===== src/obj_fmt_pkg.sv =====
`default_nettype none

package obj_fmt_pkg;

    localparam int byte_w = 8;

    // byte order inside one table entry
    localparam int off_y    = 0;
    localparam int off_attr = 1;
    localparam int off_bank = 2;
    localparam int off_code = 3;
    localparam int off_x    = 4;

    // attr byte
    localparam int attr_en    = 7;
    localparam int attr_hflip = 3;
    localparam int attr_vflip = 2;

    // bank byte, rom bank low, palette high
    localparam int bank_lo = 0;
    localparam int bank_w  = 4;
    localparam int pal_lo  = 4;
    localparam int pal_w   = 4;

    // rom word address is {bank, code, row, word}
    localparam int rom_aw = 18;
    localparam int rom_dw = 16;
    localparam int word_w = 2;    // four words per object row

    // line buffer pixel is {palette, colour}
    localparam int pxl_w = 8;
    localparam int col_w = pxl_w - pal_w;

endpackage

`default_nettype wire


===== src/obj_geom_pkg.sv =====
`default_nettype none

package obj_geom_pkg;

    // screen line
    localparam int line_w = 256;              // pixels per line
    localparam int x_w    = $clog2(line_w);   // x position bits

    // object table
    localparam int obj_count  = 64;
    localparam int obj_bytes  = 5;             // bytes per table entry
    localparam int table_aw   = 9;
    localparam int table_size = obj_count * obj_bytes;

    // per-object size and line limit
    localparam int max_per_line = 32;
    localparam int obj_h        = 16;              // rows in one object band
    localparam int row_w        = $clog2(obj_h);
    localparam int obj_w        = 16;              // pixels in one object row
    localparam int pxl_iw       = $clog2(obj_w);

endpackage

`default_nettype wire


===== src/obj_scan_fsm.sv =====
`timescale 1ns/1ps
`default_nettype none

module obj_scan_fsm (
    input  wire                                clk,
    input  wire                                rst,
    input  wire                                line_start,
    input  wire  [obj_geom_pkg::x_w-1:0]       vpos,
    input  wire  [obj_fmt_pkg::byte_w-1:0]     obj_dout,
    input  wire                                draw_done,
    input  wire                                obj_cs,
    output logic [obj_geom_pkg::table_aw-1:0]  scan_addr,
    output logic                               draw_start,
    output logic [obj_geom_pkg::row_w-1:0]     obj_row,
    output logic [obj_fmt_pkg::byte_w-1:0]     obj_code,
    output logic [obj_fmt_pkg::byte_w-1:0]     obj_bank,
    output logic [obj_geom_pkg::x_w-1:0]       obj_x,
    output logic [obj_fmt_pkg::byte_w-1:0]     obj_attr
);
    import obj_geom_pkg::*;
    import obj_fmt_pkg::*;

    // state: 0 idle, 1 read y, 2 read attr and test, 3 read bank,
    // 4 read code, 5 read x, 6 wait for draw
    logic [2:0]                      state;
    logic                            phase;     // second clock of a two-clock read
    logic [table_aw-1:0]             scan_base;
    logic [table_aw-1:0]             next_base;
    logic [$clog2(max_per_line)-1:0] draw_cnt;
    logic [2:0]                      offset;
    logic [byte_w-1:0]               obj_y;
    logic [x_w-1:0]                  row_full;
    logic                            visible;
    logic                            last_obj;

    assign row_full  = vpos - obj_y;  // wraps mod 256
    assign visible   = (row_full < obj_h) && obj_dout[attr_en];
    assign next_base = scan_base + table_aw'(obj_bytes);
    assign last_obj  = scan_base == table_aw'((obj_count - 1) * obj_bytes);

    always_comb begin
        case (state)
            3'd2:    offset = 3'(off_attr);
            3'd3:    offset = 3'(off_bank);
            3'd4:    offset = 3'(off_code);
            3'd5:    offset = 3'(off_x);
            default: offset = 3'(off_y);
        endcase
    end

    assign scan_addr = scan_base + table_aw'(offset);

    always_ff @(posedge clk or posedge rst) begin
        if (rst) begin
            state      <= 3'd0;
            phase      <= 1'b0;
            scan_base  <= '0;
            draw_cnt   <= '0;
            draw_start <= 1'b0;
        end else begin
            draw_start <= 1'b0;
            // cpu access freezes the walk, draw wait keeps running
            if (!obj_cs || state == 3'd6) begin
                case (state)
                    3'd0: if (line_start) begin
                        state     <= 3'd1;
                        phase     <= 1'b0;
                        scan_base <= '0;
                        draw_cnt  <= '0;
                    end
                    3'd1: begin
                        phase <= ~phase;
                        if (phase)
                            state <= 3'd2;
                    end
                    3'd2: begin
                        phase <= ~phase;
                        if (phase) begin
                            if (visible) begin
                                state <= 3'd3;
                            end else if (last_obj) begin
                                state <= 3'd0;
                            end else begin
                                scan_base <= next_base; // skip to next entry
                                state     <= 3'd1;
                            end
                        end
                    end
                    3'd3: state <= 3'd4;
                    3'd4: state <= 3'd5;
                    3'd5: begin
                        phase <= ~phase;
                        if (phase) begin
                            draw_start <= 1'b1; // x lands on this edge
                            state      <= 3'd6;
                        end
                    end
                    3'd6: if (draw_done) begin
                        draw_cnt <= draw_cnt + 1'b1;
                        if (last_obj || draw_cnt == max_per_line - 1) begin
                            state <= 3'd0;
                        end else begin
                            scan_base <= next_base;
                            state     <= 3'd1;
                        end
                    end
                    default: state <= 3'd0;
                endcase
            end
        end
    end

    // table bytes arrive one clock after their address
    always_ff @(posedge clk) begin
        if (!obj_cs) begin
            case (state)
                3'd1: if (phase) obj_y <= obj_dout;
                3'd2: if (phase) begin
                    obj_attr <= obj_dout;
                    obj_row  <= row_full[row_w-1:0];
                end
                3'd4: obj_bank <= obj_dout;
                3'd5: begin
                    if (phase)
                        obj_x <= obj_dout;
                    else
                        obj_code <= obj_dout;
                end
                default: ;
            endcase
        end
    end

endmodule

`default_nettype wire


===== config.mk =====
export PLATFORM = sky130hd
export DESIGN_NAME = obj_scan_fsm
export DESIGN_NICKNAME = d
export VERILOG_FILES = /design/src/obj_fmt_pkg.sv /design/src/obj_geom_pkg.sv /design/src/obj_scan_fsm.sv
export SDC_FILE = /design/constraint.sdc
export NUM_CORES = 1
export LEC_CHECK = 0
export BUFFER_PORTS_ARGS = -buffer_cell sky130_fd_sc_hd__clkbuf_2
export CAP_MARGIN = 10
export CORE_MARGIN = 1.5
export CORE_UTILIZATION = 35
export CTS_BUF_LIST = sky130_fd_sc_hd__clkbuf_16
export CTS_CLUSTER_DIAMETER = 120
export DETAILED_ROUTE_END_ITERATION = 12
export PLACE_DENSITY = 0.52
export SLEW_MARGIN = 20
export SYNTH_ARGS = -nofsm -noshare
export SYNTH_HDL_FRONTEND = slang
export SYNTH_SLANG_ARGS = --single-unit
export TNS_END_PERCENT = 100

===== constraint.sdc =====
create_clock -name clk -period 2.9 [get_ports clk]
set_input_delay 0.58 -clock clk [delete_from_list [all_inputs] [get_ports clk]]
set_output_delay 0.58 -clock clk [all_outputs]
set_load 0.03 [all_outputs]

==> results of run 1 <==
-- final cells by class --
type,instances,area (µm²),share of cell area
Inverter,21,78.8,0.0195
Multi-Input combinational cell,173,1290,0.320
Clock buffer,9,225,0.0557
Sequential cell,63,1800,0.445
Tap cell,108,135,0.0334
Timing Repair Buffer,81,470,0.116
Clock inverter,7,40.0,0.00991
-- logic make-up after synthesis --
logic type	share of synthesized area
DFF	0.562
buffers and inverters	0.0478
muxes	0.0290
AOI/OAI and AO/OA	0.146
and+or+nand+nor	0.116
adders and majority gates	0.0635
xor gates and xnor gates	0.0356
-- critical path: cells and delay by family (launching register included) --
kind	cells	cell delay [ns]
and+or+nand+nor	3	0.38
buffers and inverters	2	0.21
adders and majority gates	2	0.54
AOI/OAI and AO/OA	1	0.09
xor gates and xnor gates	2	0.29
DFF	1	0.42
-- report_power, final --
group / total, µW / switching [µW] / internal (µW)
logic: 1280 / 793 / 491
registers: 1220 / 111 / 1110
clock network: 939 / 372 / 567
total: 3440 / 1280 / 2170
-- repair_timing --
action                     in CTS  in global routing
setup endpoints to repair       5                  6
hold buffers                    0                  0
pin swaps                       1                  2
buffers inserted                0                  1
resized for setup               9                 14
-- routing by layer --
metal	vias up	track usage	share of wire
li1	1146	-	-
met1	1098	0.195	0.45
met2	56	0.231	0.49
met3	8	0.0397	0.049
met4	0	0.0553	0.013
met5	-	0	0
-- through the flow --
stage | power, µW | std cells
detailed placement | 2500 | 445
floorplan | 2160 | 270
finish | 3440 | 462
global route | 3660 | 462
global placement | 2500 | 445
CTS | 3470 | 461
-- synthesized netlist by cell type (3+ instances only) --
library cell	instances
and3_1	4
inv_1	21
nand2_1	9
nor2_1	24
nand2b_1	3
buf_2	8
clkbuf_1	3
dfrtp_1	19
o21ai_1	8
a32o_1	4
xor2_1	5
a221oi_1	3
nor3_1	4
nor2b_1	5
xnor2_1	8
o21a_1	4
a21oi_1	18
nand3_1	3
edfxtp_1	44
ha_1	13
nand4_1	4
mux2i_1	7
o21ai_0	9
nor3b_1	3
-- flip-flops by register name, indices dropped and copies added (netlist names) --
signal      count
draw_cnt        5
draw_start      1
obj_attr        8
obj_bank        8
obj_code        8
obj_row         4
obj_x           8
obj_y           8
phase           1
scan_base       9
state           3
-- final timing paths --
kind / endpoint / depth (start not counted)
worst min register to register: draw_cnt[0] / 1
worst min-delay path: state[2] / 2
worst max-delay path: scan_addr[8] / 10
min in group clk: obj_bank[1] / 1
worst max register to register: scan_base[7] / 9
max in group asynchronous: draw_cnt[2] / 2
==> metrics, run 1 <==
horizontal die dimension 98.5 µm; I/O pin count 67; starting utilization of the core area 0.365; synthesized instance count 270; final net count 385; commonest cells after routing, fill and taps aside clkbuf_2, edfxtp_1, nor2_1, inv_1, dfrtp_1; required time worst endpoint 2.32 ns; Top FF cell, synth edfxtp_1; detailed placer's ending HPWL 4970 µm; final period utilization 0.973; cell-by-cell listing of the critical path xnor2_1, nor2_1, ha_2, inv_2, fa_2, nor2b_2, o21ai_2, nor2_2, xor2_2, clkbuf_8; post-synthesis sequential element count 63; worst slack at placement 0.157 ns; initial antenna violation count 0; library cells used by synthesis 50; worst ir drop on vdd 0.314 mV; Worst EP arrival 2.24 ns; area enclosed by the die boundary 9710 µm²; clk slew on worst S/H paths 0.05 ns; total of endpoints with negative setup slack in the final report 0; number of pins exceeding their max-slew limit in the final report 0; insertion delay to the later sink of the worst-skew pair 0.32 ns; Final Hold Slack 0.393 ns; synthesized netlist net count 306; sink count of the clock tree 63; unrepaired setup endpoints after global routing true; placeable core region 8760 µm²; Total Negative Setup Slacks 0 ns; power density over the cells 852 nW/µm²; Mean Syn Cell Area 11.8 µm²; final period demand of the worst path 2.82 ns; static power due to leakage 0.00171 µW; routed wire length per instance 14.5 µm; share of the synthesized area in the top cell type 0.414; summed instance area of the synthesized netlist 3190 µm²; Via Count 2308; skew final 0.00446 ns; clock buffer depth 2; number of synthesized flops with an enable pin 44; hold crit path type in -> async; worst setup path class reg -> out; max cap viols 0; number of vias per cell 5.00; Buffers on Ports 66; Max Fanout on Critical Path 5; cell types occupying the most area after synthesis edfxtp_1, dfrtp_1, ha_1, a21oi_1, nor2_1; Critical Path Sink Type output pin; maximum number of pins on one net before global-route repair 20; endpoints failing hold 0; Max Clock Freq 355 MHz; Area Overhead vs Synth 26.5%; launch point of the worst reg-to-reg path obj_y[0]; vertical die dimension 98.5 µm; Layout Cell Area excl Fill 4040 µm²; buffer type at the clock tree root clkbuf_16; CTS tree built; total congestion overflow 0; maximum level of the CTS H-tree 3; share of flip-flops with an asynchronous set or reset 0.302; global-route wire length before repair 11000 µm; count of yosys warnings during synthesis 0; number of filler cells placed in the layout 830; fraction of final layout cells sized beyond drive strength 1 0.336; sequential-to-total area share from yosys stat 0.562; critical path's slowest cell dfrtp_1; total detailed-routing wirelength 6710 µm; n_diodes 0; Rows 34; post-placement cell area 3710 µm²; post-route core utilization 0.461; Worst Setup Slack, final 0.0796 ns; total iterations of the first detailed-routing run 4; R2R setup slack 0.54 ns; vias in the first global route 2169; final weighted congestion of routability-driven global placement 0.853; total routing resource utilization after global routing 0.147; # DRC 0; Critical path origin state[2]; worst slew slack as a fraction of its limit 0.461; Least-Margin Pin Slew 0.807 ns; DR iter-0 viols 125; Crit path largest cell delay 0.42 ns; run status finished clean; leading cell type in the layout, fill and taps excluded clkbuf_2; area leader, netlist edfxtp_1; remaining antenna violation count 0; total CTS buffers 9; startpoint type of the worst setup path flop
(Power assumes the default switching activity.)
==> run 2, diff against run 1 <==
--- a/config.mk
+++ b/config.mk
@@ -12,7 +12,7 @@
 export CTS_BUF_LIST = sky130_fd_sc_hd__clkbuf_16
 export CTS_CLUSTER_DIAMETER = 120
 export DETAILED_ROUTE_END_ITERATION = 12
-export PLACE_DENSITY = 0.52
+export PLACE_DENSITY_LB_ADDON = 0.3
 export SLEW_MARGIN = 20
 export SYNTH_ARGS = -nofsm -noshare
 export SYNTH_HDL_FRONTEND = slang
==> run 2 against run 1 <==
Net effect: final cell count rose by 0.22%; register-to-register slack lost 0.07 ns; total power is 9.1% higher; critical path type unchanged.
==> metrics, run 2 (synthesis results as in run 1) <==
run status finished clean; Buffers on Ports 66; power share of the combinational group 0.357; CTS tree built; final period demand of the worst path 2.88 ns; Max Clock Freq 348 MHz; number of buffers added to fix hold violations after cts 0; worst ir drop on vdd 0.380 mV; total CTS buffers 9; global-route wire length before repair 11000 µm; routed wire length per instance 14.8 µm; unrepaired setup endpoints after global routing true; max cap viols 0; Max Fanout on Critical Path 5; Crit path largest cell delay 0.43 ns; Rows 34; area enclosed by the die boundary 9710 µm²; total of endpoints with negative setup slack in the final report 0; initial antenna violation count 0; remaining antenna violation count 0; Least-Margin Pin Slew 0.766 ns; Area Overhead vs Synth 29.1%; Biggest register scan_base; final period utilization 0.992; detailed placer's ending HPWL 4960 µm; vertical die dimension 98.5 µm; net switching power 1360 µW; startpoint type of the worst setup path flop; fraction of power consumed by the clock network 0.313; worst setup path class reg -> out; starting utilization of the core area 0.365; I/O pin count 67; number of vias per cell 5.09; number of pins exceeding their max-slew limit in the final report 0; total iterations of the first detailed-routing run 4; worst slew slack as a fraction of its limit 0.489; placeable core region 8760 µm²; required time worst endpoint 2.32 ns; Layout Cell Area excl Fill 4130 µm²; maximum level of the CTS H-tree 3; clock buffer depth 2; total routing resource utilization after global routing 0.144; final net count 386; horizontal die dimension 98.5 µm; commonest cells after routing, fill and taps aside clkbuf_2, edfxtp_1, nor2_1, inv_1; vias in the first global route 2266; total detailed-routing wirelength 6860 µm; final weighted congestion of routability-driven global placement 0.806; hold crit path type in -> async; Critical Path Sink Type output pin; static power due to leakage 0.00174 µW; Worst EP arrival 2.30 ns; cell-by-cell listing of the critical path xnor2_1, nor2_1, ha_2, inv_2, fa_2, nor2b_4, o21ai_2, nor2_2, xor2_2, clkbuf_8; leading cell type in the layout, fill and taps excluded clkbuf_2; Total Negative Setup Slacks 0 ns; P_int 2400 µW; number of filler cells placed in the layout 805; n_diodes 0; total congestion overflow 0; maximum number of pins on one net before global-route repair 20; R2R setup slack 0.47 ns; post-placement cell area 3710 µm²; # DRC 0; Final Hold Slack 0.368 ns; sink count of the clock tree 63; clk slew on worst S/H paths 0.06 ns; power density over the cells 911 nW/µm²; Via Count 2356; buffer type at the clock tree root clkbuf_16; fraction of final layout cells sized beyond drive strength 1 0.346; DR iter-0 viols 115; critical path's slowest cell dfrtp_1; skew final 0.00648 ns; endpoints failing hold 0; insertion delay to the later sink of the worst-skew pair 0.33 ns; switch share 0.361; portion of total power attributed to sequential cells 0.330; flip-flop count of the largest register after layout 9
[run 2: changes by cell type in the layout (fill, tap and decap cells not counted), sizes merged]
| cell | change |
|---|---|
| clkinv | -3 |
| inv | +3 |
| bufinv | +2 |
| clkinvlp | -2 |
| clkbuf | +1 |
[run 2: worst max-delay path: cells and delay by family (launching register included)]
| kind | cells | cell delay (ns) |
|---|---|---|
| flip-flops | 1 | 0.43 |
| XOR/XNOR | 2 | 0.30 |
| buffers and inverters | 2 | 0.21 |
| adder cells (fa/ha/maj) | 2 | 0.57 |
| AND/OR/NAND/NOR | 3 | 0.39 |
| AO/OA/AOI/OAI | 1 | 0.08 |
[run 2: stage by stage]
step,util,total power (µW),setup slack [ns],std cells
detailed placement,0.423,2500,0.0898,444
global route,0.471,3970,-0.112,463
global placement,0.423,2490,0.183,444
CTS,0.467,3740,-0.00812,463
finish,0.471,3760,0.0226,463
floorplan,-,2160,0.0525,270
[run 2: path summary, 6_finish.rpt]
kind / from / endpoint / cells after the start
worst min register to register: draw_cnt[0] / draw_cnt[0] / 1
worst max register to register: obj_y[0] / scan_base[0] / 9
worst max-delay path: state[2] / scan_addr[8] / 10
worst min-delay path: rst / draw_cnt[1] / 2
max in group asynchronous: rst / state[0] / 2
min in group clk: obj_dout[4] / obj_code[4] / 1
[run 2: power by group through the flow]
| stage | combinational [µW] | clock [µW] | sequential (µW) |
|---|---|---|---|
| after global placement | 1240 | 0 | 1250 |
| final | 1340 | 1180 | 1240 |
| after CTS | 1300 | 1200 | 1230 |
| after global routing | 1460 | 1250 | 1260 |
| after detailed placement | 1250 | 0 | 1250 |
| after floorplan | 898 | 0 | 1260 |
[run 2: layout make-up]
type	instances	area, µm²	area share
clock buffers	9	225	0.0546
clock inverters	7	103	0.0249
inverters	21	78.8	0.0191
multi-input cells	173	1310	0.318
flip-flops and latches	63	1800	0.436
well taps	108	135	0.0328
repair buffers	82	473	0.115
[run 2: routing by layer]
metal / global-route usage / part of all wire / up-vias
li1: - / - / 1152
met1: 0.191 / 0.45 / 1129
met2: 0.233 / 0.48 / 71
met3: 0.0433 / 0.057 / 4
met4: 0.0358 / 0.0060 / 0
met5: 0 / 0 / -
[run 2: repair_timing]
item                                    4_1_cts  5_1_grt
pin swaps                                     2        3
endpoints found under the setup margin        6        6
gates resized for setup                      13       10
setup buffers                                 3        0
==> run 3, diff against run 2 <==
--- a/config.mk
+++ b/config.mk
@@ -7,11 +7,13 @@
 export LEC_CHECK = 0
 export BUFFER_PORTS_ARGS = -buffer_cell sky130_fd_sc_hd__clkbuf_2
 export CAP_MARGIN = 10
+export CORE_ASPECT_RATIO = 1.4
 export CORE_MARGIN = 1.5
 export CORE_UTILIZATION = 35
 export CTS_BUF_LIST = sky130_fd_sc_hd__clkbuf_16
 export CTS_CLUSTER_DIAMETER = 120
 export DETAILED_ROUTE_END_ITERATION = 12
+export GPL_ROUTABILITY_DRIVEN = 0
 export PLACE_DENSITY_LB_ADDON = 0.3
 export SLEW_MARGIN = 20
 export SYNTH_ARGS = -nofsm -noshare
==> constraint.sdc (replaced) <==
create_clock -name clk -period 2.9 [get_ports clk]
set_input_delay 0.58 -clock clk [delete_from_list [all_inputs] [get_ports clk]]
set_output_delay 0.58 -clock clk [all_outputs]
set_load 0.01 [all_outputs]
==> run 3 against run 2 <==
Net effect: combinational power fell by 15%; flip-flop and latch count is the same; utilization down 1.7 points; design area decreased by 1.8%; worst setup slack improved by 0.011 ns; total power down 8.5%; hold slack improved by 0.0016 ns; register-to-register slack hardly changed; critical path depth unchanged; die area barely moved; critical endpoint unchanged.
==> metrics, run 3 (synthesis results as in run 1) <==
buffer type at the clock tree root clkbuf_16; final period utilization 0.988; remaining antenna violation count 0; power density over the cells 849 nW/µm²; post-placement cell area 3680 µm²; Crit path largest cell delay 0.45 ns; endpoints failing hold 0; insertion delay to the later sink of the worst-skew pair 0.33 ns; Buffers on Ports 66; n_diodes 0; Max Fanout on Critical Path 4; starting utilization of the core area 0.358; fraction of final layout cells sized beyond drive strength 1 0.337; FF-to-FF path depth 9; hold crit path type in -> async; run status finished clean; global-route wire length before repair 10900 µm; I/O pin count 67; required time worst endpoint 2.32 ns; max cap viols 0; DR iter-0 viols 69; launch point of the worst reg-to-reg path obj_y[0]; worst setup path class reg -> out; Rows 41; Max Clock Freq 349 MHz; cell-by-cell listing of the critical path xnor2_2, nor2_1, ha_2, inv_2, fa_2, nor2b_4, o21ai_2, nor2_1, xor2_1, buf_2; clock buffer depth 2; total detailed-routing wirelength 6920 µm; CTS tree built; leading cell type in the layout, fill and taps excluded clkbuf_2; Layout Cell Area excl Fill 4050 µm²; critical path's slowest cell dfrtp_2; initial antenna violation count 0; placed cell count 443; horizontal die dimension 83.7 µm; final standard cell count with taps included and fillers excluded 463; Area Overhead vs Synth 26.8%; capturing point of the worst reg2reg path scan_base[0]; maximum number of pins on one net before global-route repair 20; Worst EP arrival 2.29 ns; Least-Margin Pin Slew 0.787 ns; total of endpoints with negative setup slack in the final report 0; placeable core region 8930 µm²; multi-input combinational cell area 1280 µm²; unrepaired setup endpoints after global routing true; Critical Path Sink Type output pin; final period demand of the worst path 2.87 ns; Via Count 2399; Biggest register scan_base; maximum level of the CTS H-tree 3; worst ir drop on vdd 0.509 mV; sink count of the clock tree 63; post-route core utilization 0.454; CP most frequent cell nor2_1; detailed placer's ending HPWL 5050 µm; number of pins exceeding their max-slew limit in the final report 0; R2R setup slack 0.47 ns; vias in the first global route 2244; total congestion overflow 0; # DRC 0; number of vias per cell 5.18; total CTS buffers 9; routed wire length per instance 15.0 µm; commonest cells after routing, fill and taps aside clkbuf_2, edfxtp_1, nor2_1, inv_1; worst slew slack as a fraction of its limit 0.475; area enclosed by the die boundary 9720 µm²; number of filler cells placed in the layout 850; Sequential cell area 1800 µm²; total iterations of the first detailed-routing run 6; startpoint type of the worst setup path flop; flip-flop count of the largest register after layout 9; final net count 387; vertical die dimension 116 µm; clk slew on worst S/H paths 0.05 ns; skew final 0.00517 ns; total routing resource utilization after global routing 0.146; static power due to leakage 0.00173 µW
## run 3: changes by cell type in the layout (fill, tap and decap cells not counted), sizes merged
cell    change
buf         +4
bufinv      -1
clkbuf      -3
clkinv      +3
inv         -2
## run 3: timing repair
item,in CTS,in global routing
pin swaps,1,3
hold buffers,0,0
buffers inserted,3,1
endpoints found under the hold margin,0,0
gates resized for setup,7,12
cloned,0,0
setup endpoints to repair,6,6
## run 3: worst max path at each step
stage / slack, ns / from / endpoint / cells after the start
4_1_cts: 0.004 / state[1] / scan_addr[8] / 10
3_5_place_dp: 0.08 / vpos[0] / scan_base[0] / 11
6_report: 0.03 / state[1] / scan_addr[8] / 10
3_3_place_gp: 0.18 / vpos[0] / scan_base[0] / 11
2_1_floorplan: 0.22 / state[0] / scan_addr[8] / 10
5_1_grt: -0.08 / state[1] / scan_addr[6] / 9
## run 3: worst max-delay path, delay by kind of cell (launching register included)
family	cells	cell delay (ns)
adder cells (fa/ha/maj)	2	0.57
flip-flops	1	0.45
AND/OR/NAND/NOR	3	0.40
XOR/XNOR	2	0.29
buffers and inverters	2	0.18
AO/OA/AOI/OAI	1	0.08
## run 3: cell type report
type | instances | share of cell area
Timing Repair Buffer | 83 | 0.114
Tap cell | 107 | 0.0330
Sequential cell | 63 | 0.444
Clock buffer | 9 | 0.0556
Multi-Input combinational cell | 173 | 0.316
Clock inverter | 7 | 0.0179
Inverter | 21 | 0.0195
## run 3: layer usage
layer | up-vias | global-route usage | routed length (µm)
met5 | - | 0 | 0
met4 | 0 | 0.0721 | 111
met3 | 9 | 0.0328 | 306
met2 | 72 | 0.248 | 3460
met1 | 1169 | 0.176 | 3040
li1 | 1149 | - | -
## run 3: power breakdown
group          internal, µW  total (µW)  switching, µW
clock                   665        1050            389
combinational           502        1140            638
sequential             1110        1240            134
total                  2280        3440           1160
## run 3: metrics by stage
stage	setup WS, ns	total power, µW	hold slack [ns]	TNS [ns]
after floorplan	0.224	2000	0.477	0
after global placement	0.181	2310	0.502	0
after detailed placement	0.0849	2320	0.516	0
after CTS	0.00374	3440	0.400	0
after global routing	-0.0840	3640	0.446	-0.391
final	0.0337	3440	0.369	0
