--- src/obj_fmt_pkg.sv ---
`default_nettype none

package obj_fmt_pkg;

    localparam int byte_w = 8;

    // byte order inside one table entry
    localparam int off_y    = 0;
    localparam int off_attr = 1;
    localparam int off_bank = 2;
    localparam int off_code = 3;
    localparam int off_x    = 4;

    // attr byte
    localparam int attr_en    = 7;
    localparam int attr_hflip = 3;
    localparam int attr_vflip = 2;

    // bank byte, rom bank low, palette high
    localparam int bank_lo = 0;
    localparam int bank_w  = 4;
    localparam int pal_lo  = 4;
    localparam int pal_w   = 4;

    // rom word address is {bank, code, row, word}
    localparam int rom_aw = 18;
    localparam int rom_dw = 16;
    localparam int word_w = 2;    // four words per object row

    // line buffer pixel is {palette, colour}
    localparam int pxl_w = 8;
    localparam int col_w = pxl_w - pal_w;

endpackage

`default_nettype wire

--- src/obj_geom_pkg.sv ---
`default_nettype none

package obj_geom_pkg;

    // screen line
    localparam int line_w = 256;              // pixels per line
    localparam int x_w    = $clog2(line_w);   // x position bits

    // object table
    localparam int obj_count  = 64;
    localparam int obj_bytes  = 5;             // bytes per table entry
    localparam int table_aw   = 9;
    localparam int table_size = obj_count * obj_bytes;

    // per-object size and line limit
    localparam int max_per_line = 32;
    localparam int obj_h        = 16;              // rows in one object band
    localparam int row_w        = $clog2(obj_h);
    localparam int obj_w        = 16;              // pixels in one object row
    localparam int pxl_iw       = $clog2(obj_w);

endpackage

`default_nettype wire

--- src/obj_draw.sv ---
`timescale 1ns/1ps
`default_nettype none

module obj_draw (
    input  wire                               clk,
    input  wire                               rst,
    input  wire                               draw_start,
    input  wire  [obj_geom_pkg::row_w-1:0]    obj_row,
    input  wire  [obj_fmt_pkg::byte_w-1:0]    obj_code,
    input  wire  [obj_fmt_pkg::byte_w-1:0]    obj_bank,
    input  wire  [obj_geom_pkg::x_w-1:0]      obj_x,
    input  wire  [obj_fmt_pkg::byte_w-1:0]    obj_attr,
    input  wire  [obj_fmt_pkg::rom_dw-1:0]    rom_data,
    input  wire                               rom_ok,
    output logic [obj_fmt_pkg::rom_aw-1:0]    rom_addr,
    output logic                              draw_done,
    output logic                              buf_we,
    output logic [obj_geom_pkg::x_w-1:0]      buf_x,
    output logic [obj_fmt_pkg::pxl_w-1:0]     buf_data
);
    import obj_geom_pkg::*;
    import obj_fmt_pkg::*;

    logic              busy, fetch, ok_dly, step, last;
    logic [pxl_iw-1:0] pxl_idx;
    logic [word_w-1:0] word;
    logic [rom_dw-1:0] planar, shift;
    logic [col_w-1:0]  col;
    logic              hflip, vflip;

    assign hflip = obj_attr[attr_hflip];
    assign vflip = obj_attr[attr_vflip];

    // word index comes from the upper pixel bits
    assign word     = pxl_idx[pxl_iw-1 -: word_w] ^ {word_w{hflip}};
    assign rom_addr = {obj_bank[bank_lo +: bank_w], obj_code, obj_row ^ {row_w{vflip}}, word};

    always_comb begin
        for (int k = 0; k < rom_dw / col_w; k++) begin
            planar[col_w*k +: col_w] = {rom_data[k+12], rom_data[k+8], rom_data[k+4], rom_data[k]};
        end
    end

    assign col      = hflip ? shift[rom_dw-1 -: col_w] : shift[col_w-1:0];
    assign step     = busy & ~fetch & rom_ok;  // rom_ok low stalls writes too
    assign buf_we   = step & (col != '0);      // colour 0 is transparent
    assign buf_data = {obj_bank[pal_lo +: pal_w], col};

    always_ff @(posedge clk or posedge rst) begin
        if (rst) begin
            busy      <= 1'b0;
            fetch     <= 1'b0;
            ok_dly    <= 1'b0;
            draw_done <= 1'b0;
        end else begin
            draw_done <= 1'b0;
            ok_dly    <= rom_ok;
            if (draw_start) begin
                busy   <= 1'b1;
                fetch  <= 1'b1;
                ok_dly <= 1'b0;
            end else if (fetch) begin
                if (ok_dly && rom_ok)
                    fetch <= 1'b0; // two good cycles on the new address
            end else if (step && &pxl_idx[pxl_iw-word_w-1:0]) begin
                if (last) begin
                    busy      <= 1'b0;
                    draw_done <= 1'b1;
                end else begin
                    fetch  <= 1'b1;
                    ok_dly <= 1'b0;
                end
            end
        end
    end

    always_ff @(posedge clk) begin
        if (fetch && ok_dly && rom_ok)
            shift <= planar;
        else if (step)
            shift <= hflip ? shift << col_w : shift >> col_w;
    end

    obj_pxl_count u_pxl_count (
        .clk     (clk),
        .rst     (rst),
        .start   (draw_start),
        .x0      (obj_x),
        .step    (step),
        .pxl_idx (pxl_idx),
        .pxl_x   (buf_x),
        .last    (last)
    );

endmodule

`default_nettype wire

--- src/obj_pxl_count.sv ---
`timescale 1ns/1ps
`default_nettype none

module obj_pxl_count (
    input  wire                               clk,
    input  wire                               rst,
    input  wire                               start,
    input  wire  [obj_geom_pkg::x_w-1:0]      x0,
    input  wire                               step,
    output logic [obj_geom_pkg::pxl_iw-1:0]   pxl_idx,
    output logic [obj_geom_pkg::x_w-1:0]      pxl_x,
    output logic                              last
);
    import obj_geom_pkg::*;

    always_ff @(posedge clk or posedge rst) begin
        if (rst) begin
            pxl_idx <= '0;
            pxl_x   <= '0;
        end else if (start) begin
            pxl_idx <= '0;
            pxl_x   <= x0;
        end else if (step) begin
            pxl_idx <= pxl_idx + 1'b1;
            pxl_x   <= pxl_x + 1'b1;   // wraps at the line end
        end
    end

    assign last = pxl_idx == pxl_iw'(obj_w - 1);

endmodule

`default_nettype wire

--- config.mk ---
export PLATFORM = sky130hd
export DESIGN_NAME = obj_draw
export DESIGN_NICKNAME = d
export VERILOG_FILES = /design/src/obj_fmt_pkg.sv /design/src/obj_geom_pkg.sv /design/src/obj_draw.sv /design/src/obj_pxl_count.sv
export SDC_FILE = /design/constraint.sdc
export NUM_CORES = 1
export LEC_CHECK = 0
export ABC_AREA = 1
export BUFFER_PORTS_ARGS = -buffer_cell sky130_fd_sc_hd__buf_2
export CAP_MARGIN = 10
export CELL_PAD_IN_SITES_DETAIL_PLACEMENT = 1
export CELL_PAD_IN_SITES_GLOBAL_PLACEMENT = 1
export CORE_ASPECT_RATIO = 1.5
export CORE_MARGIN = 5
export CORE_UTILIZATION = 29
export DETAILED_ROUTE_END_ITERATION = 16
export HOLD_SLACK_MARGIN = 0.15
export PLACE_DENSITY = 0.84
export REMOVE_ABC_BUFFERS = 1
export SYNTH_ARGS = -nofsm -noshare
export SYNTH_HDL_FRONTEND = slang
export SYNTH_SLANG_ARGS = --single-unit
--- constraint.sdc ---
create_clock -name clk -period 1.35 [get_ports clk]
set_input_delay 0.135 -clock clk [delete_from_list [all_inputs] [get_ports clk]]
set_output_delay 0.135 -clock clk [all_outputs]
set_load 0.005 [all_outputs]
==> impl_metrics.tcl, run 1 <==
set metrics [dict create \
    worstPathMaxFanout 2 \
    cap_violations 0 \
    worst_pin_slew_ns 0.375 \
    grt_use_met2_pct 22.8 \
    r2r_cells 4 \
    cp-startpoint "shift[12]$_DFFE_PP_" \
    holdWs_ns 0.153 \
    via_per_inst 4.79 \
    cts_tree "done" \
    slowest_stage "edfxtp_1" \
    cp_num_cells 7 \
    netlist_top_cells_count "64 x nand2_1, 27 x inv_1, 25 x nand3_1" \
    yosysTopAreaCellShare_pct 24.8 \
    ir_worst_vdd_v 0.000397 \
    grt_max_degree 33 \
    synth_area_leaders "edfxtp_1 25%, dfrtp_1 21%, nand2_1 12%" \
    cp-start-kind "register" \
    ant_nets 0 \
    max_slew_margin_pct 75.0 \
    yosysSeqAreaShare_pct 45.5 \
    pin_count 92 \
    clock_skew_ns 0.00884 \
    met1_usage_pct 13.5 \
    syn2layout_area_growth_pct 22.2 \
    powerDensity_nw_per_um2 956 \
    reg2reg_from "fetch$_DFF_PP0_" \
    setup_viol 1 \
    place_area_um2 2190 \
    hpwl_um 3940 \
    synth_cell_type_count 25 \
    die_w_um 76.7 \
    max_freq_ghz 0.734 \
    drt_pass1_iterations 4 \
    critPathCaptureType "output pin" \
    endpoint "buf_we" \
    fin_setup_tns_ns -0.0121 \
    pre_cts_slack_ns 0.123 \
    io_buffers 53 \
    core-area_um2 6490 \
    start_util_pct 29.8 \
    post_drt_wl_per_cell_um 14.4 \
    dieArea_um2 8440 \
    r2r_slack_ns 0.13 \
    clk_path_buf_depth 2 \
    syn_avg_cell_area_um2 7.99 \
    worst_slack_ns -0.0121 \
    cts_root_buf "clkbuf_8" \
    synthFlopType "edfxtp_1" \
    min_path_type "in -> reg" \
    clk_pin_slew_ns 0.07 \
    die_h_um 110 \
    drt_wl_total_um 5290 \
    synth-edff-count 16 \
    post_route_cells_drive_above_1_share_pct 27.1 \
    crit_path_max_incr_delay_ns 0.40 \
    antenna_found_initial 0 \
    grt-ovfl-total 0 \
    use_met3_pct 5.85 \
    yosysTopAreaCell "edfxtp_1" \
    yosysMostFrequentCell "nand2_1" \
    layout_min_cycle_time_ns 1.36 \
    timing.final.crit_share_pct 101 \
    power.leakage_nw 1.17 \
    routabilityCongestion 0.790 \
    grt-busiest-layer "met2" \
    first_global_vias 1940 \
    status "finished with violations" \
    crit_family "flip-flops" \
    final_cell_area_um2 2360 \
    cts.sinks 32 \
    yosys_warnings 0 \
    rsz0062_at_grt "true" \
    placementRows 36 \
    violations "negative setup slack" \
    layout.nets 350 \
    htreeDepth 2 \
    num_vias 1764 \
    utilization_pct 36.4 \
    fillers 814 \
    crit_required_ns 1.22 \
    diodes 0 \
    crit_type "reg -> out" \
    async_flop_share_pct 50.0 \
    worst_r2r_endpoint "shift[13]$_DFFE_PP_" \
    drc 0 \
    worstPathArrival_ns 1.23 \
    power.total_mw 2.26 \
    mappedNetlistArea_um2 1930 \
    synth_seq_cells 32 \
    report.final.slew_viol_count 0 \
    clk_latency_ns 0.28 \
    grt_pass1_wl_um 8840 \
    cts_made_buffers 5 \
    placed_cells 352 \
    final_cells 368 \
    hold_viol 0 \
    synth_cells 242 \
    crit_buf_inv 2 \
    drtIter0Drc 60 \
    grt_util_all_layers_pct 12.8 \
    path_cells "inv_1, nand2_1, o21ai_2, nand2_1, nor2_1, nor2_1, buf_2" \
]
## registers in the layout, indices dropped and copies added (netlist names)
| signal | flops |
|---|---|
| fetch | 1 |
| draw_done | 1 |
| ok_dly | 1 |
| shift | 16 |
| u_pxl_count.pxl_x | 8 |
| u_pxl_count.pxl_idx | 4 |
| busy | 1 |
## timing repair
action	CTS	global route
endpoints found under the setup margin	1	1
hold buffers	7	0
setup buffers	0	2
endpoints found under the hold margin	22	0
pin swaps	0	2
resized for setup	7	0
## kinds of logic after synthesis
family | count (synthesis) | share of synthesized area (%)
compound gates | 27 | 8.02
buf+inv | 54 | 14.7
xor+xnor | 10 | 4.53
flops | 32 | 45.5
simple gates | 117 | 25.9
fa+ha+maj | 2 | 1.29
## area by class of cell
cell class / instances / area, µm² / share of cell area [%]
Tap cell: 76 / 95.1 / 4.02
Multi-Input combinational cell: 156 / 785 / 33.2
Clock buffer: 6 / 72.6 / 3.07
Clock inverter: 1 / 5.00 / 0.212
Timing Repair Buffer: 67 / 413 / 17.5
Sequential cell: 32 / 881 / 37.3
Inverter: 30 / 113 / 4.76
## worst min path at each step
stage                                                  end  depth (start not counted)  slack (ns)      from
after global placement                    ok_dly$_DFF_PP0_                          3        0.16       rst
after CTS                 u_pxl_count.pxl_x[7]$_DFFE_PP0P_                          5        0.15  obj_x[7]
after detailed placement                  busy$_DFFE_PP0P_                          3        0.16       rst
final                     u_pxl_count.pxl_x[3]$_DFFE_PP0P_                          5        0.15  obj_x[3]
after global routing      u_pxl_count.pxl_x[3]$_DFFE_PP0P_                          5        0.19  obj_x[3]
after floorplan                           busy$_DFFE_PP0P_                          1        0.05       rst
## placed cells by master (no fill, tap or decap)
master,instances
clkbuf_1,1
nand2_2,1
inv_1,27
o21ai_1,10
nand3_2,2
o211ai_1,1
dlygate4sd3_1,7
o21ai_2,4
clkbuf_8,5
nor2_2,2
inv_2,3
nor3_2,1
buf_4,5
ha_1,2
nor2_1,20
a21oi_1,1
o21a_1,1
edfxtp_1,16
buf_12,2
xnor2_1,2
a31oi_1,8
nand3_1,25
nand2_1,64
dfrtp_1,16
xor2_1,8
o21bai_1,2
clkinv_2,1
nand4_1,2
buf_2,53
## routing by layer
| layer | vias up | routed length, µm |
|---|---|---|
| li1 | 862 | - |
| met4 | 0 | 79 |
| met3 | 7 | 472 |
| met2 | 78 | 2650 |
| met1 | 817 | 2080 |
| met5 | - | 0 |
## power by group
part / leakage (nW) / internal, mW / switching, mW / total [mW]
Clock: 0.0410 / 0.350 / 0.337 / 0.687
Combinational: 0.780 / 0.195 / 0.223 / 0.418
Sequential: 0.347 / 1.10 / 0.0585 / 1.15
Total: 1.17 / 1.64 / 0.619 / 2.26
## worst reg2reg max path: cells and delay by family, from the launching register on
family | cells | cell delay [ns]
DFF | 1 | 0.44
and+or+nand+nor | 2 | 0.26
buffers and inverters | 2 | 0.23
Note: power is estimated with default switching activity, not from simulation.
==> run 2, diff against run 1 <==
ABC_AREA = default   (was 1)
CORE_UTILIZATION = 30   (was 29)
CTS_CLUSTER_DIAMETER = 100   (was default)
==> impl_metrics.tcl, run 2 <==
set metrics [dict create \
    grt_util_all_layers_pct 13.4 \
    grt_pass1_wl_um 8110 \
    die_w_um 73.8 \
    report.final.slew_viol_count 0 \
    swShare_pct 24.3 \
    clk_path_buf_depth 2 \
    cts.sinks 32 \
    synth_cells 184 \
    cts_root_buf "clkbuf_8" \
    grt_max_degree 33 \
    yosys_warnings 0 \
    synth_seq_cells 32 \
    worst_pin_slew_ns 0.634 \
    min_path_cells 3 \
    drtIter0Drc 64 \
    max_slew_margin_pct 57.7 \
    power_frac_clock_pct 36.0 \
    layout.nets 327 \
    synth_cell_type_count 37 \
    drc 0 \
    power.leakage_nw 1.15 \
    hpwl_um 3660 \
    via_per_inst 4.87 \
    crit_family "flip-flops" \
    worstPathArrival_ns 1.43 \
    utilization_pct 43.7 \
    largest_reg_flops 16 \
    yosysSeqAreaShare_pct 48.1 \
    crit_type "reg -> out" \
    powerDensity_nw_per_um2 939 \
    seqPwrFrac_pct 45.8 \
    ant_nets 0 \
    placementRows 35 \
    ir_worst_vdd_v 0.000415 \
    pwr-share-comb_pct 18.2 \
    antenna_found_initial 0 \
    cp-start-kind "register" \
    layout_common_cells "53 x buf_2, 33 x nand2_1, 26 x buf_4" \
    final_cells 344 \
    placed_cells 302 \
    clock_skew_ns 0.00476 \
    drt_pass1_iterations 4 \
    clk_latency_ns 0.28 \
    min_path_type "in -> reg" \
    rsz0062_at_grt "true" \
    syn_avg_cell_area_um2 9.96 \
    synth_area_leaders "edfxtp_1 26%, dfrtp_1 22%, nand2_1 6.8%" \
    start_util_pct 30.3 \
    synthFlopType "edfxtp_1" \
    cts_tree "done" \
    violations "negative setup slack" \
    critPathCaptureType "output pin" \
    routabilityCongestion 0.732 \
    dieArea_um2 7800 \
    pin_count 92 \
    layout_min_cycle_time_ns 1.56 \
    mappedNetlistArea_um2 1830 \
    num_vias 1674 \
    post_drt_wl_per_cell_um 15.5 \
    die_h_um 106 \
    top_register "shift" \
    crit_path_max_incr_delay_ns 0.41 \
    slowest_stage "edfxtp_1" \
    async_flop_share_pct 50.0 \
    r2r_cells 4 \
    worstPathMaxFanout 2 \
    synth-edff-count 16 \
    netlist_top_cells_count "33 x nand2_1, 22 x o21ai_0, 16 x buf_4, 16 x dfrtp_1, 16 x edfxtp_1" \
    core-area_um2 6040 \
    cts_made_buffers 5 \
    drt_wl_total_um 5320 \
    holdWs_ns 0.148 \
    cp_num_cells 4 \
    max_freq_ghz 0.639 \
    setup_viol 4 \
    yosysMostFrequentCell "nand2_1" \
    p_sw_uw 602 \
    timing.final.crit_share_pct 116 \
    yosysTopAreaCell "edfxtp_1" \
    yosysTopAreaCellShare_pct 26.2 \
    cap_violations 0 \
    fin_setup_tns_ns -0.328 \
    reg_top3 "shift (16), u_pxl_count.pxl_x (8), u_pxl_count.pxl_idx (4)" \
    p_int_mw 1.88 \
    crit_buf_inv 1 \
    grt-ovfl-total 0 \
    io_buffers 53 \
    power.total_mw 2.48 \
    status "finished with violations" \
    clk_pin_slew_ns 0.07 \
    syn2layout_area_growth_pct 44.2 \
    hold_viol 0 \
    diodes 0 \
    worst_slack_ns -0.214 \
    layout_commonest_cell "buf_2" \
    first_global_vias 1791 \
    htreeDepth 2 \
    crit_required_ns 1.22 \
    path_cells "mux2_4, nor4_4, nor2_1, buf_2" \
    post_route_cells_drive_above_1_share_pct 38.9 \
]
run 2: cell count changes after synthesis, moves of 4 or more:
cell	delta
a31oi_1	-5
inv_1	-25
mux2_2	+4
mux2i_1	+9
nand2_1	-31
nand2b_1	+4
nand3_1	-21
nor2_1	-14
o21ai_0	+19
o21ai_1	-11
run 2: logic make-up after synthesis:
kind of cell	Yosys count	synth area share (%)
compound gates	33	10.2
xor+xnor	10	4.78
fa+ha+maj	2	1.37
buf+inv	27	9.22
flops	32	48.1
mux	13	7.38
simple gates	67	19.0
run 2: cell type report:
class                   count  area, µm²
fillers                   693       3400
flip-flops and latches     32        882
multi-input cells         125        825
repair buffers            103        728
well taps                  74       92.6
clock buffers               5       68.8
clock inverters             3       37.5
inverters                   2       7.51
run 2: path summary, 6_finish.rpt:
check,from,endpoint,slack (ns)
worst max-delay path,shift[3]$_DFFE_PP_,buf_we,-0.21
worst min register to register,ok_dly$_DFF_PP0_,fetch$_DFF_PP0_,0.55
worst min-delay path,rom_data[5],shift[5]$_DFFE_PP_,0.15
min in group asynchronous,rst,u_pxl_count.pxl_x[3]$_DFFE_PP0P_,0.47
max in group asynchronous,rst,fetch$_DFF_PP0_,0.43
worst max register to register,fetch$_DFF_PP0_,u_pxl_count.pxl_x[5]$_DFFE_PP0P_,-0.07
run 2: power by group through the flow:
| stage | combinational (mW) | clock [mW] | sequential (mW) |
|---|---|---|---|
| 6_report | 0.452 | 0.892 | 1.14 |
| 4_1_cts | 0.420 | 0.923 | 1.13 |
| 3_3_place_gp | 0.337 | 0 | 1.15 |
| 3_5_place_dp | 0.352 | 0 | 1.16 |
| 5_1_grt | 0.504 | 0.956 | 1.14 |
| 2_1_floorplan | 0.152 | 0 | 1.15 |
run 2: timing repair:
item	4_1_cts	5_1_grt
pin swaps	3	4
setup buffers	5	8
resized for setup	5	12
endpoints found under the hold margin	35	0
endpoints found under the setup margin	19	20
hold buffers	20	0
gates cloned	0	1
run 2: per-layer routing:
layer	vias up	global-route usage, %	share of wire, %
li1	805	-	-
met1	797	13.5	37
met3	6	6.11	8.1
met4	0	4.53	1.4
met5	-	2.22	0
met2	66	23.4	53
run 2: through the flow:
step / setup WS [ns] / instance area [µm²]
after CTS: -0.201 / 2510
after global routing: -0.299 / 2640
after floorplan: -0.129 / 1670
after global placement: -0.0303 / 2150
final: -0.214 / 2640
after detailed placement: -0.0644 / 2150
run 2: worst reg2reg max path, cell delays in order, from the launching register on:
cell and delay, ns:
dfrtp_2 0.43, buf_6 0.12, nand4b_1 0.18, or2_1 0.27, a221o_1 0.30
==> run 3, diff against run 2 <==
CORE_UTILIZATION = 33   (was 30)
PLACE_DENSITY = 0.88   (was 0.84)
clock period = 1.45 ns   (was 1.35 ns; I/O delays follow)
==> impl_metrics.tcl, run 3 (same netlist as run 2, synthesis figures left out) <==
set metrics [dict create \
    ir_worst_vdd_v 0.000624 \
    powerDensity_nw_per_um2 859 \
    crit_required_ns 1.31 \
    met1_usage_pct 13.7 \
    cp-start-kind "register" \
    die_h_um 101 \
    top_register "shift" \
    power.total_mw 2.06 \
    first_global_vias 1656 \
    status "finished with violations" \
    report.final.slew_viol_count 0 \
    rsz0062_at_grt "true" \
    max_slew_margin_pct 58.6 \
    worstPathArrival_ns 1.48 \
    min_path_type "in -> reg" \
    r2r_slack_ns 0.03 \
    reg_top3 "shift (16), u_pxl_count.pxl_x (8), u_pxl_count.pxl_idx (4)" \
    layout.nets 307 \
    clk_pin_slew_ns 0.06 \
    crit_type "reg -> out" \
    path_cells "mux2_4, nor4_4, nor2_1, buf_2" \
    clock_skew_ns 0.00573 \
    placementRows 33 \
    diodes 0 \
    hold_viol 0 \
    layout_common_cells "53 x buf_2, 33 x nand2_1, 22 x o21ai_0" \
    worstPathMaxFanout 2 \
    critPathCaptureType "output pin" \
    cts.sinks 32 \
    post_drt_wl_per_cell_um 15.2 \
    post_route_cells_drive_above_1_share_pct 35.2 \
    grt_pass1_wl_um 7760 \
    drt_wl_total_um 4870 \
    htreeDepth 2 \
    multiInputGateArea_um2 811 \
    crit_path_max_incr_delay_ns 0.43 \
    cts_tree "done" \
    grt-busiest-layer "met2" \
    antenna_found_initial 0 \
    die_w_um 70.8 \
    start_util_pct 33.6 \
    timing.final.crit_share_pct 112 \
    via_per_inst 4.98 \
    min_path_cells 3 \
    layout_min_cycle_time_ns 1.63 \
    pin_count 92 \
    hpwl_um 3530 \
    core-area_um2 5450 \
    syn2layout_area_growth_pct 31.3 \
    violations "negative setup slack" \
    clk_latency_ns 0.28 \
    drt_pass1_iterations 4 \
    clk_path_buf_depth 2 \
    largest_reg_flops 16 \
    routabilityCongestion 0.704 \
    max_freq_ghz 0.615 \
    r2r_cells 4 \
    use_met3_pct 6.65 \
    slowest_stage "edfxtp_1" \
    drtIter0Drc 37 \
    cts_root_buf "clkbuf_8" \
    dieArea_um2 7170 \
    grt_util_all_layers_pct 13.9 \
    power.leakage_nw 1.04 \
    worst_pin_slew_ns 0.620 \
    worst_slack_ns -0.177 \
    fillers 654 \
    grt-ovfl-total 0 \
    setup_viol 1 \
    drc 0 \
    cap_violations 0 \
    ant_nets 0 \
    pre_cts_slack_ns -0.0138 \
    cts_made_buffers 5 \
    grt_max_degree 33 \
    io_buffers 53 \
    register_area_um2 885 \
    layout_commonest_cell "buf_2" \
    num_vias 1592 \
    grt_use_met2_pct 25.3 \
]
run 3: path summary, 6_finish.rpt:
path                                                         start                            endpoint
worst max-delay path                            shift[3]$_DFFE_PP_                              buf_we
worst min-delay path                                   rom_data[4]                  shift[1]$_DFFE_PP_
worst max register to register                     fetch$_DFF_PP0_    u_pxl_count.pxl_x[3]$_DFFE_PP0P_
worst min register to register  u_pxl_count.pxl_idx[1]$_DFFE_PP0P_  u_pxl_count.pxl_idx[1]$_DFFE_PP0P_
max in group asynchronous                                      rst    u_pxl_count.pxl_x[0]$_DFFE_PP0P_
min in group asynchronous                                      rst    u_pxl_count.pxl_x[7]$_DFFE_PP0P_
run 3: what timing repair did:
item | in CTS | in global routing
hold buffers | 16 | 0
hold endpoints to repair | 31 | 0
endpoints found under the setup margin | 2 | 21
resized for setup | 5 | 5
setup buffers | 1 | 5
pin swaps | 2 | 4
run 3: layer usage:
| layer | routed length, µm | vias to the layer above |
|---|---|---|
| met2 | 2550 | 73 |
| met4 | 87 | 0 |
| met1 | 1790 | 757 |
| met3 | 434 | 7 |
| met5 | 0 | - |
| li1 | - | 755 |
run 3: through the flow:
stage	instances	cell area (µm²)	hold slack, ns	utilization [%]	setup TNS, ns
after global placement	291	2090	0.253	38.4	-0.0373
after detailed placement	291	2090	0.259	38.4	-0.0138
final	320	2400	0.159	44.1	-0.177
after CTS	315	2350	0.153	43.2	-0.193
after floorplan	159	1670	0.0587	-	-0.470
after global routing	320	2400	0.167	44.1	-0.269
run 3: critical path: cells and delay by family, from the launching register on:
family	cells	cell delay [ns]
buffers and inverters	1	0.13
DFF	1	0.43
muxes	1	0.31
and+or+nand+nor	2	0.34
run 3: power by group:
| group | internal, mW | switching (mW) |
|---|---|---|
| sequential | 1.02 | 0.0442 |
| combinational | 0.192 | 0.170 |
| clock | 0.334 | 0.307 |
run 3: final cells by class:
class                      count  share of cell area [%]
timing repair buffer          83                    22.2
tap                           70                    3.64
sequential                    32                    36.8
inverter                       2                   0.312
clock inverter                 1                   0.156
multi-input combinational    125                    33.7
clock buffer                   7                    3.17
